===== src/hdl/io_pkg.sv =====
//********************************************************************
// Widths, register map and debounce timing for the board I/O block
// DB_TICK should stay a power of two or larger than DB_SAMPLES
//********************************************************************

package io_pkg;

   // Bus and GPIO width
   localparam int DATA_W = 32;
   // Word address field, bus address bits 5 to 2
   localparam int ADR_W  = 4;

   localparam int BTN_W  = 5;
   localparam int SW_W   = 16;
   // Switch that selects the bot configuration
   localparam int CFG_SW = 15;

   //*****************************************************************
   // Register word offsets
   //*****************************************************************
   localparam logic [ADR_W-1:0] REG_IN   = 'd0;
   localparam logic [ADR_W-1:0] REG_OUT  = 'd1;
   localparam logic [ADR_W-1:0] REG_OE   = 'd2;
   localparam logic [ADR_W-1:0] REG_INTE = 'd3;
   localparam logic [ADR_W-1:0] REG_INTS = 'd4;

   //*****************************************************************
   // Debounce timing
   //*****************************************************************
   // Cycles between samples
   localparam int DB_TICK    = 16;
   // Equal samples needed before a new level is taken
   localparam int DB_SAMPLES = 4;
   localparam int DB_CNT_W   = $clog2(DB_TICK);
   localparam int DB_SMP_W   = $clog2(DB_SAMPLES + 1);

endpackage


===== src/hdl/wb_access_fsm.sv =====
//********************************************************************
// Single-access Wishbone slave handshake, ack one cycle after request
// Master must drop stb for a cycle after ack; no wait states
//********************************************************************

`timescale 1ns/1ns

module wb_access_fsm (
   input  logic clk,
   input  logic i_rst_n,
   input  logic i_cyc,
   input  logic i_stb,
   input  logic i_we,
   output logic o_ack,
   output logic o_wr_stb
);

   localparam logic ST_IDLE = 1'b0;
   localparam logic ST_ACK  = 1'b1;

   logic state_q;
   logic state_d;

   always_comb begin
      state_d = state_q;
      case (state_q)
         ST_IDLE: begin
            if (i_cyc && i_stb) begin
               state_d = ST_ACK;
            end
         end
         ST_ACK: begin
            // Always back to idle, ack is a single pulse
            state_d = ST_IDLE;
         end
         default: begin
            state_d = ST_IDLE;
         end
      endcase
   end

   always_ff @(posedge clk) begin
      if (!i_rst_n) begin
         state_q <= ST_IDLE;
      end else begin
         state_q <= state_d;
      end
   end

   assign o_ack = (state_q == ST_ACK);

   // Register write lands on the edge that closes the ack cycle
   assign o_wr_stb = (state_q == ST_ACK) && i_we;

endmodule


===== src/hdl/debounce_counter.sv =====
//********************************************************************
// Debounces buttons and switches by sampling every DB_TICK cycles
// Pulses shorter than DB_TICK cycles are never passed through
//********************************************************************

`timescale 1ns/1ns

module debounce_counter import io_pkg::*; (
   input  logic             clk,
   input  logic             i_rst_n,
   input  logic [BTN_W-1:0] i_btn,
   input  logic [SW_W-1:0]  i_sw,
   output logic [BTN_W-1:0] o_btn_db,
   output logic [SW_W-1:0]  o_sw_db
);

   localparam int IN_W = BTN_W + SW_W;

   logic [DB_CNT_W-1:0] tick_cnt_q;
   logic                tick;
   logic [IN_W-1:0]     sync_q;
   logic [IN_W-1:0]     db_q;
   logic [DB_SMP_W-1:0] smp_cnt_q [IN_W];

   // Sample tick timer
   assign tick = (tick_cnt_q == DB_CNT_W'(DB_TICK - 1));

   always_ff @(posedge clk) begin
      if (!i_rst_n || tick) begin
         tick_cnt_q <= '0;
      end else begin
         tick_cnt_q <= tick_cnt_q + 1'b1;
      end
   end

   // Raw inputs are asynchronous to clk
   always_ff @(posedge clk) begin
      if (!i_rst_n) begin
         sync_q <= '0;
      end else begin
         sync_q <= {i_sw, i_btn};
      end
   end

   //*****************************************************************
   // Per-bit stability counters
   //*****************************************************************
   always_ff @(posedge clk) begin
      if (!i_rst_n) begin
         db_q <= '0;
         for (int i = 0; i < IN_W; i++) begin
            smp_cnt_q[i] <= '0;
         end
      end else if (tick) begin
         for (int i = 0; i < IN_W; i++) begin
            if (sync_q[i] == db_q[i]) begin
               smp_cnt_q[i] <= '0;
            end else if (smp_cnt_q[i] == DB_SMP_W'(DB_SAMPLES - 1)) begin
               // Last of the required samples, accept new level
               db_q[i]      <= sync_q[i];
               smp_cnt_q[i] <= '0;
            end else begin
               smp_cnt_q[i] <= smp_cnt_q[i] + 1'b1;
            end
         end
      end
   end

   assign o_btn_db = db_q[BTN_W-1:0];
   assign o_sw_db  = db_q[IN_W-1:BTN_W];

endmodule


===== src/hdl/gpio_regs.sv =====
//********************************************************************
// GPIO register block: IN (read only), OUT, OE, INTE, INTS (W1C)
// Offsets 5 to 15 read zero and ignore writes
//********************************************************************

`timescale 1ns/1ns

module gpio_regs import io_pkg::*; (
   input  logic              clk,
   input  logic              i_rst_n,
   input  logic              i_wr_stb,
   input  logic [ADR_W-1:0]  i_adr,
   input  logic [DATA_W-1:0] i_dat,
   input  logic [BTN_W-1:0]  i_btn_db,
   input  logic [SW_W-1:0]   i_sw_db,
   output logic [DATA_W-1:0] o_rdt,
   output logic [DATA_W-1:0] o_pad_out,
   output logic [DATA_W-1:0] o_pad_oe,
   output logic              o_irq
);

   localparam int PAD_W = DATA_W - SW_W - BTN_W;

   logic [DATA_W-1:0] in_word;
   logic [DATA_W-1:0] in_q;
   logic [DATA_W-1:0] in_rise;
   logic [DATA_W-1:0] out_q;
   logic [DATA_W-1:0] oe_q;
   logic [DATA_W-1:0] inte_q;
   logic [DATA_W-1:0] ints_q;
   logic [DATA_W-1:0] ints_clr;
   logic              irq_q;

   // Buttons in 4:0, switches in 20:5
   assign in_word = {{PAD_W{1'b0}}, i_sw_db, i_btn_db};

   always_ff @(posedge clk) begin
      if (!i_rst_n) begin
         in_q <= '0;
      end else begin
         in_q <= in_word;
      end
   end

   assign in_rise = in_word & ~in_q;

   //*****************************************************************
   // Control registers
   //*****************************************************************
   always_ff @(posedge clk) begin
      if (!i_rst_n) begin
         out_q  <= '0;
         oe_q   <= '0;
         inte_q <= '0;
      end else if (i_wr_stb) begin
         case (i_adr)
            REG_OUT: begin
               out_q <= i_dat;
            end
            REG_OE: begin
               oe_q <= i_dat;
            end
            REG_INTE: begin
               inte_q <= i_dat;
            end
            default: begin
            end
         endcase
      end
   end

   // Write 1 to clear; a new edge in the same cycle wins
   assign ints_clr = (i_wr_stb && (i_adr == REG_INTS)) ? i_dat : '0;

   always_ff @(posedge clk) begin
      if (!i_rst_n) begin
         ints_q <= '0;
         irq_q  <= 1'b0;
      end else begin
         ints_q <= (ints_q & ~ints_clr) | (in_rise & inte_q);
         irq_q  <= |ints_q;
      end
   end

   //*****************************************************************
   // Read multiplexer
   //*****************************************************************
   always_comb begin
      case (i_adr)
         REG_IN: begin
            o_rdt = in_q;
         end
         REG_OUT: begin
            o_rdt = out_q;
         end
         REG_OE: begin
            o_rdt = oe_q;
         end
         REG_INTE: begin
            o_rdt = inte_q;
         end
         REG_INTS: begin
            o_rdt = ints_q;
         end
         default: begin
            o_rdt = '0;
         end
      endcase
   end

   assign o_pad_out = out_q;
   assign o_pad_oe  = oe_q;
   assign o_irq     = irq_q;

endmodule


===== src/hdl/io_top.sv =====
//********************************************************************
// Board I/O top: debounced buttons and switches behind a Wishbone GPIO
// Pads are split into out, oe and debounced inputs for simulation
//********************************************************************

`timescale 1ns/1ns

module io_top import io_pkg::*; (
   input  logic              clk,
   input  logic              i_rst_n,
   // Wishbone slave
   input  logic              i_wb_cyc,
   input  logic              i_wb_stb,
   input  logic              i_wb_we,
   input  logic [ADR_W-1:0]  i_wb_adr,
   input  logic [DATA_W-1:0] i_wb_dat,
   output logic [DATA_W-1:0] o_wb_rdt,
   output logic              o_wb_ack,
   // Board inputs
   input  logic [BTN_W-1:0]  i_btn,
   input  logic [SW_W-1:0]   i_sw,
   // Pads and status
   output logic [DATA_W-1:0] o_pad_out,
   output logic [DATA_W-1:0] o_pad_oe,
   output logic              o_irq,
   output logic              o_bot_config
);

   logic             wr_stb;
   logic [BTN_W-1:0] btn_db;
   logic [SW_W-1:0]  sw_db;

   wb_access_fsm wb_access_fsm_i (
      .clk      (clk),
      .i_rst_n  (i_rst_n),
      .i_cyc    (i_wb_cyc),
      .i_stb    (i_wb_stb),
      .i_we     (i_wb_we),
      .o_ack    (o_wb_ack),
      .o_wr_stb (wr_stb)
   );

   debounce_counter debounce_counter_i (
      .clk      (clk),
      .i_rst_n  (i_rst_n),
      .i_btn    (i_btn),
      .i_sw     (i_sw),
      .o_btn_db (btn_db),
      .o_sw_db  (sw_db)
   );

   // Address and data come straight from the bus, held until ack
   gpio_regs gpio_regs_i (
      .clk       (clk),
      .i_rst_n   (i_rst_n),
      .i_wr_stb  (wr_stb),
      .i_adr     (i_wb_adr),
      .i_dat     (i_wb_dat),
      .i_btn_db  (btn_db),
      .i_sw_db   (sw_db),
      .o_rdt     (o_wb_rdt),
      .o_pad_out (o_pad_out),
      .o_pad_oe  (o_pad_oe),
      .o_irq     (o_irq)
   );

   assign o_bot_config = sw_db[CFG_SW];

endmodule


===== config.mk =====
export PLATFORM = sky130hd
export DESIGN_NAME = io_top
export DESIGN_NICKNAME = d
export VERILOG_FILES = /design/src/hdl/io_pkg.sv /design/src/hdl/wb_access_fsm.sv /design/src/hdl/debounce_counter.sv /design/src/hdl/gpio_regs.sv /design/src/hdl/io_top.sv
export SDC_FILE = /design/constraint.sdc
export NUM_CORES = 1
export LEC_CHECK = 0
export BUFFER_PORTS_ARGS = -buffer_cell sky130_fd_sc_hd__buf_2
export CORE_MARGIN = 1
export CORE_UTILIZATION = 45
export DETAILED_ROUTE_END_ITERATION = 6
export PLACE_DENSITY = 0.65
export SYNTH_ARGS = -nofsm -noshare
export SYNTH_HDL_FRONTEND = slang
export SYNTH_SLANG_ARGS = --single-unit

===== constraint.sdc =====
create_clock -name clk -period 2.21 [get_ports clk]
set_input_delay 0.3315 -clock clk [delete_from_list [all_inputs] [get_ports clk]]
set_output_delay 0.3315 -clock clk [all_outputs]
set_load 0.01 [all_outputs]

==> results of run 1 <==
## sequential cells by signal, summed over array words and instances, names as in the netlist
name                           flops
debounce_counter_i.smp_cnt_q      63
gpio_regs_i.inte_q                32
gpio_regs_i.ints_q                32
gpio_regs_i.o_pad_oe              32
gpio_regs_i.o_pad_out             32
debounce_counter_i.db_q           21
debounce_counter_i.sync_q         21
gpio_regs_i.in_q                  21
debounce_counter_i.tick_cnt_q      4
gpio_regs_i.o_irq                  1
wb_access_fsm_i.o_ack              1
## power by group
| group | internal (W) | switching (W) | total [W] |
|---|---|---|---|
| clock | 0.00262 | 0.00186 | 0.00448 |
| combinational | 0.000188 | 0.000279 | 0.000467 |
| sequential | 0.00493 | 0.0000371 | 0.00497 |
## critical path, delay by kind of cell
kind,cells,cell delay [ns]
AOI/OAI and AO/OA,1,0.10
and+or+nand+nor,2,0.52
buffers and inverters,4,0.66
## timing repair
item                                   in CTS  in global routing
gates resized for setup                     0                  0
endpoints found under the hold margin      11                  0
hold buffers                               11                  0
## layout by cell type, fill, tap and decap left out, drive strengths merged, types with 45 or more instances in the layout
cell type,count
nor2,65
dfxtp,197
and2,45
buf,192
edfxtp,63
nand3,120
o21ai,137
a21boi,117
inv,65
nand2,65
## cell type report
class                      count  area share [%]
antenna                        1          0.0183
clock buffer                  40            5.82
clock inverter                12           0.631
inverter                      63            1.73
multi-input combinational    796            36.8
sequential                   260            42.6
tap                          330            3.02
timing repair buffer         203            9.37
## metal layers
layer	wire, um	vias up
met2	12800	328
met3	2170	58
met5	13	-
met1	13500	4471
met4	740	2
li1	-	4594
## kinds of logic after synthesis
group | Yosys count
simple gates | 379
compound gates | 351
flops | 260
buf+inv | 155
fa+ha+maj | 43
xor+xnor | 23
## worst paths after layout
| check | depth (start not counted) | from | end | slack (ns) |
|---|---|---|---|---|
| worst max-delay path | 7 | i_wb_adr[1] | o_wb_rdt[16] | 0.25 |
| worst min-delay path | 2 | i_sw[9] | debounce_counter_i.sync_q[14] | 0.02 |
| worst max register to register | 5 | debounce_counter_i.tick_cnt_q[0] | debounce_counter_i.smp_cnt_q[4][9] | 0.59 |
| worst min register to register | 2 | gpio_regs_i.ints_q[25] | gpio_regs_i.ints_q[25] | 0.45 |
## synth_stat cells, types with 27 or more instances
| cell type | n | share of area [%] |
|---|---|---|
| a21boi_1 | 70 | 4.6 |
| clkbuf_1 | 58 | 1.9 |
| inv_1 | 63 | 2.1 |
| dfxtp_1 | 197 | 34 |
| o21ai_1 | 60 | 2.6 |
| nor2_1 | 65 | 2.1 |
| buf_2 | 27 | 1.2 |
| nand3_1 | 120 | 5.2 |
| a21boi_0 | 47 | 3.1 |
| a22oi_1 | 43 | 2.8 |
| edfxtp_1 | 63 | 16 |
| o21ai_0 | 77 | 3.4 |
| and2_1 | 45 | 2.4 |
| ha_1 | 43 | 4.7 |
| nand2_1 | 65 | 2.1 |
| a21oi_1 | 31 | 1.3 |
## metrics by stage
stage               utilization (%)  instance area, um^2  std cells
global placement               50.6                12700       1641
CTS                            54.5                13700       1704
detailed placement             50.6                12700       1641
finish                         54.5                13700       1705
floorplan                         -                11500       1211
global route                   54.5                13700       1704
==> flow_summary.ini, run 1 <==
[run_status]
status = complete, no violations

[synthesis]
synth_cell_types = 35
syn-cell-area_um2 = 11500
async_reset_ff_share_pct = 0
synth_top_family_by_area = compound AO/OA/AOI/OAI gates
ys_ff_latch = 260
synth_xor_area_share_pct = 1.75
synth_edf_count = 63
synthMuxAreaShare_pct = 0
synthAdderAreaFrac_pct = 4.68
netlist_instances = 1211
yosysWarnings = 0
yosys_most_used_dff = dfxtp_1
syn_avg_cell_area_um2 = 9.50
syn_nets = 1316
synth_compound_area_share_pct = 19.7
synth_seq_area_share_pct = 50.7
synth_simple_gate_area_share_pct = 17.4

[floorplanning]
core_area_um2 = 25100
floorplan.initialDensity_pct = 45.8
die_area_um2 = 26200
row_count = 58
die_h_um = 162
io_pins = 161
die_x_um = 162

[grt]
grtUsageMet3_pct = 3.63
grt_max_degree = 88
grt_pass1_wl_um = 47500
gr-usage-met2_pct = 35.0
track_usage_pct = 22.3
grt_util_met1_pct = 31.5
grt_overflow = 0
globalRoute.busiestLayer = met2
antenna_found_initial = 2
grt_pass1_vias = 9027

[sta]
finalHoldViolations = 0
finalSetupTns_ns = 0
setup_viol = 0
maxClockFrequency_mhz = 509
fin_hold_ws_ns = 0.0163
post-route-period-util_pct = 88.9
fin_skew_ns = 0.0129
worstMarginPinSlew_ns = 0.575
rsz0062_at_grt = false
fin_crit_ns = 1.96
setup_ws_ns = 0.246
slew_viol_final = 0
maxSlewHeadroom_pct = 61.6

[detailed_routing]
first_pass_iters = 6
drc = 0
wl_um = 29200
ant_nets = 0
wl_per_cell_um = 17.1
vias_per_cell = 5.54
vias = 9453
initialDrtViolationCount = 854

[setup_path]
cpPeakStageDelay_ns = 0.44
cp.arrival_ns = 1.63
crit_fanout = 18
crit_top_cell = buf_2
start_kind = input port
slowest_stage = nor4b_2
endpoint_kind = primary output
required_ns = 1.88
path_cells = buf_2 > nor4b_2 > buf_4 > buf_12 > a222oi_1 > nand2_1 > buf_2
crit_type = in -> out

[cts]
clock_sinks = 260
postCtsSetupRepairBufs = 0
cts-root-buf = clkbuf_16
clk_path_buf_depth = 3
cts_tree = done
clk-insertion-delay-late_ns = 0.54
numCtsBuffers = 28
h-tree-depth = 1
path_clk_slew_ns = 0.06

[cells_and_area]
nFillCells = 2318
drive_gt1_share_pct = 17.6
syn_to_final_growth_pct = 19.0
register_area_um2 = 5840
multi_input_area_um2 = 5040
final_nets = 1457

[placed_design]
post-place-ws_ns = 0.247
port_buffers = 160
gp_congestion = 0.836
dpl.hpwl_um = 19500

[run]
cap_viol_max_count = 0

[power_and_ir_drop]
finalPower_w = 0.00991
p_leak_nw = 5.66
power_density_nw_per_um2 = 724
ir_drop_uv = 566

[worst_hold_path]
hold_path_class = in -> reg
No activity file was read; power rests on OpenSTA's default activity.
==> run 2: changes to the inputs <==
- TNS_END_PERCENT: default -> 30
- clock period: 2.21 -> 2.2 ns (I/O delays scaled with it)
==> flow_summary.ini, run 2 (synthesis gave the netlist of run 1 again) <==
[run_status]
status = complete, no violations

[grt]
grt_pass1_vias = 9065
antenna_found_initial = 3
track_usage_pct = 22.3
grt_pass1_wl_um = 47300
grt_overflow = 0
grt_max_degree = 110

[cells_and_area]
largest_reg_flops = 63
largest_register = debounce_counter_i.smp_cnt_q
drive_gt1_share_pct = 17.6
syn_to_final_growth_pct = 19.1
post-route-util_pct = 54.5
final_cell_mix = 197 x dfxtp_1, 159 x buf_2, 120 x nand3_1
final_common_cell = dfxtp_1
final_nets = 1455

[cts]
numCtsBuffers = 28
clk_path_buf_depth = 3
clk-insertion-delay-late_ns = 0.54
postCtsSetupRepairBufs = 0
postCtsResizedCells = 0
clock_sinks = 260
cts_tree = done
holdBufCountCts = 11
path_clk_slew_ns = 0.06
cts-root-buf = clkbuf_16
h-tree-depth = 1

[floorplanning]
die_h_um = 162
io_pins = 161
floorplan.initialDensity_pct = 45.8
core_area_um2 = 25100
die_x_um = 162
die_area_um2 = 26200
row_count = 58

[setup_path]
r2r-start = debounce_counter_i.tick_cnt_q[0]
endpoint_kind = primary output
start_kind = input port
crit_type = in -> out
r2r_end = debounce_counter_i.smp_cnt_q[5][0]
rr_worst_depth = 5
required_ns = 1.87
startpoint = i_wb_adr[0]
cp.arrival_ns = 1.65
ff2ff_setup_slack_ns = 0.58
crit_fanout = 22

[sta]
slew_viol_final = 0
finalHoldViolations = 0
worstMarginPinSlew_ns = 0.493
fin_crit_ns = 1.98
fin_skew_ns = 0.00842
rsz0062_at_grt = false
maxClockFrequency_mhz = 506
setup_viol = 0
fin_hold_ws_ns = 0.0168
post-route-period-util_pct = 89.9
maxSlewHeadroom_pct = 66.8
finalSetupTns_ns = 0

[worst_hold_path]
holdPathEnd = debounce_counter_i.sync_q[3]
hold_start = i_btn[3]
hold_path_class = in -> reg
hold_depth = 2

[detailed_routing]
wl_per_cell_um = 17.2
vias = 9422
drc = 0
ant_nets = 0
wl_um = 29300
first_pass_iters = 6
initialDrtViolationCount = 873
vias_per_cell = 5.53

[power_and_ir_drop]
p_leak_nw = 5.67
power_density_nw_per_um2 = 731
finalPower_w = 0.0100
ir_drop_uv = 540

[placed_design]
port_buffers = 160
gp_congestion = 0.843
dpl.hpwl_um = 19300

[run]
cap_viol_max_count = 0
run 2: cell types whose count changed in the layout (fill, tap and decap cells not counted):
cell / previous run / this run
inv_4: 2 / 1
clkinv_1: 3 / 1
clkinvlp_4: 1 / 0
diode_2: 1 / 2
clkinv_2: 5 / 8
clkbuf_16: 29 / 30
buf_4: 22 / 20
run 2: how the worst max path moves through the flow:
stage                                                    end  slack [ns]  depth (start not counted)
after floorplan           debounce_counter_i.smp_cnt_q[0][0]        0.58                          5
after global placement                          o_wb_rdt[15]        0.26                          7
after detailed placement                        o_wb_rdt[17]        0.25                          7
after CTS                                       o_wb_rdt[17]        0.24                          7
after global routing                             o_wb_rdt[5]        0.13                          6
final                                            o_wb_rdt[7]        0.22                          6
run 2: per-stage QoR:
step                      instance area, um^2  worst slack (ns)  std cells
after floorplan                         11500             0.582       1211
after CTS                               13700             0.242       1702
after detailed placement                12700             0.251       1639
final                                   13700             0.223       1704
after global placement                  12700             0.262       1639
after global routing                    13700             0.125       1703
run 2: cell type report:
| cell class | count | area (um^2) |
|---|---|---|
| fillers | 2344 | 11400 |
| flip-flops and latches | 260 | 5840 |
| multi-input cells | 796 | 5040 |
| repair buffers | 201 | 1270 |
| clock buffers | 41 | 822 |
| well taps | 330 | 413 |
| inverters | 63 | 236 |
| clock inverters | 11 | 80.1 |
| diodes | 2 | 5.00 |
run 2: worst max-delay path, stage by stage:
cell	delay, ns
buf_2	0.16
nor4b_2	0.44
buf_4	0.35
a22oi_1	0.15
nand2_1	0.08
buf_2	0.12
run 2: where the power goes:
group          switching, W  internal [W]  total [W]  leakage [nW]
registers         0.0000373       0.00495    0.00499          2.24
logic              0.000280      0.000188   0.000468          2.97
clock network       0.00185       0.00270    0.00455         0.452
total               0.00217       0.00784     0.0100          5.67
run 2: routing by layer:
layer,GRT usage (%),wire length [um]
met3,3.65,1970
met1,30.9,13400
met4,7.63,753
met2,35.3,13200
met5,0,13
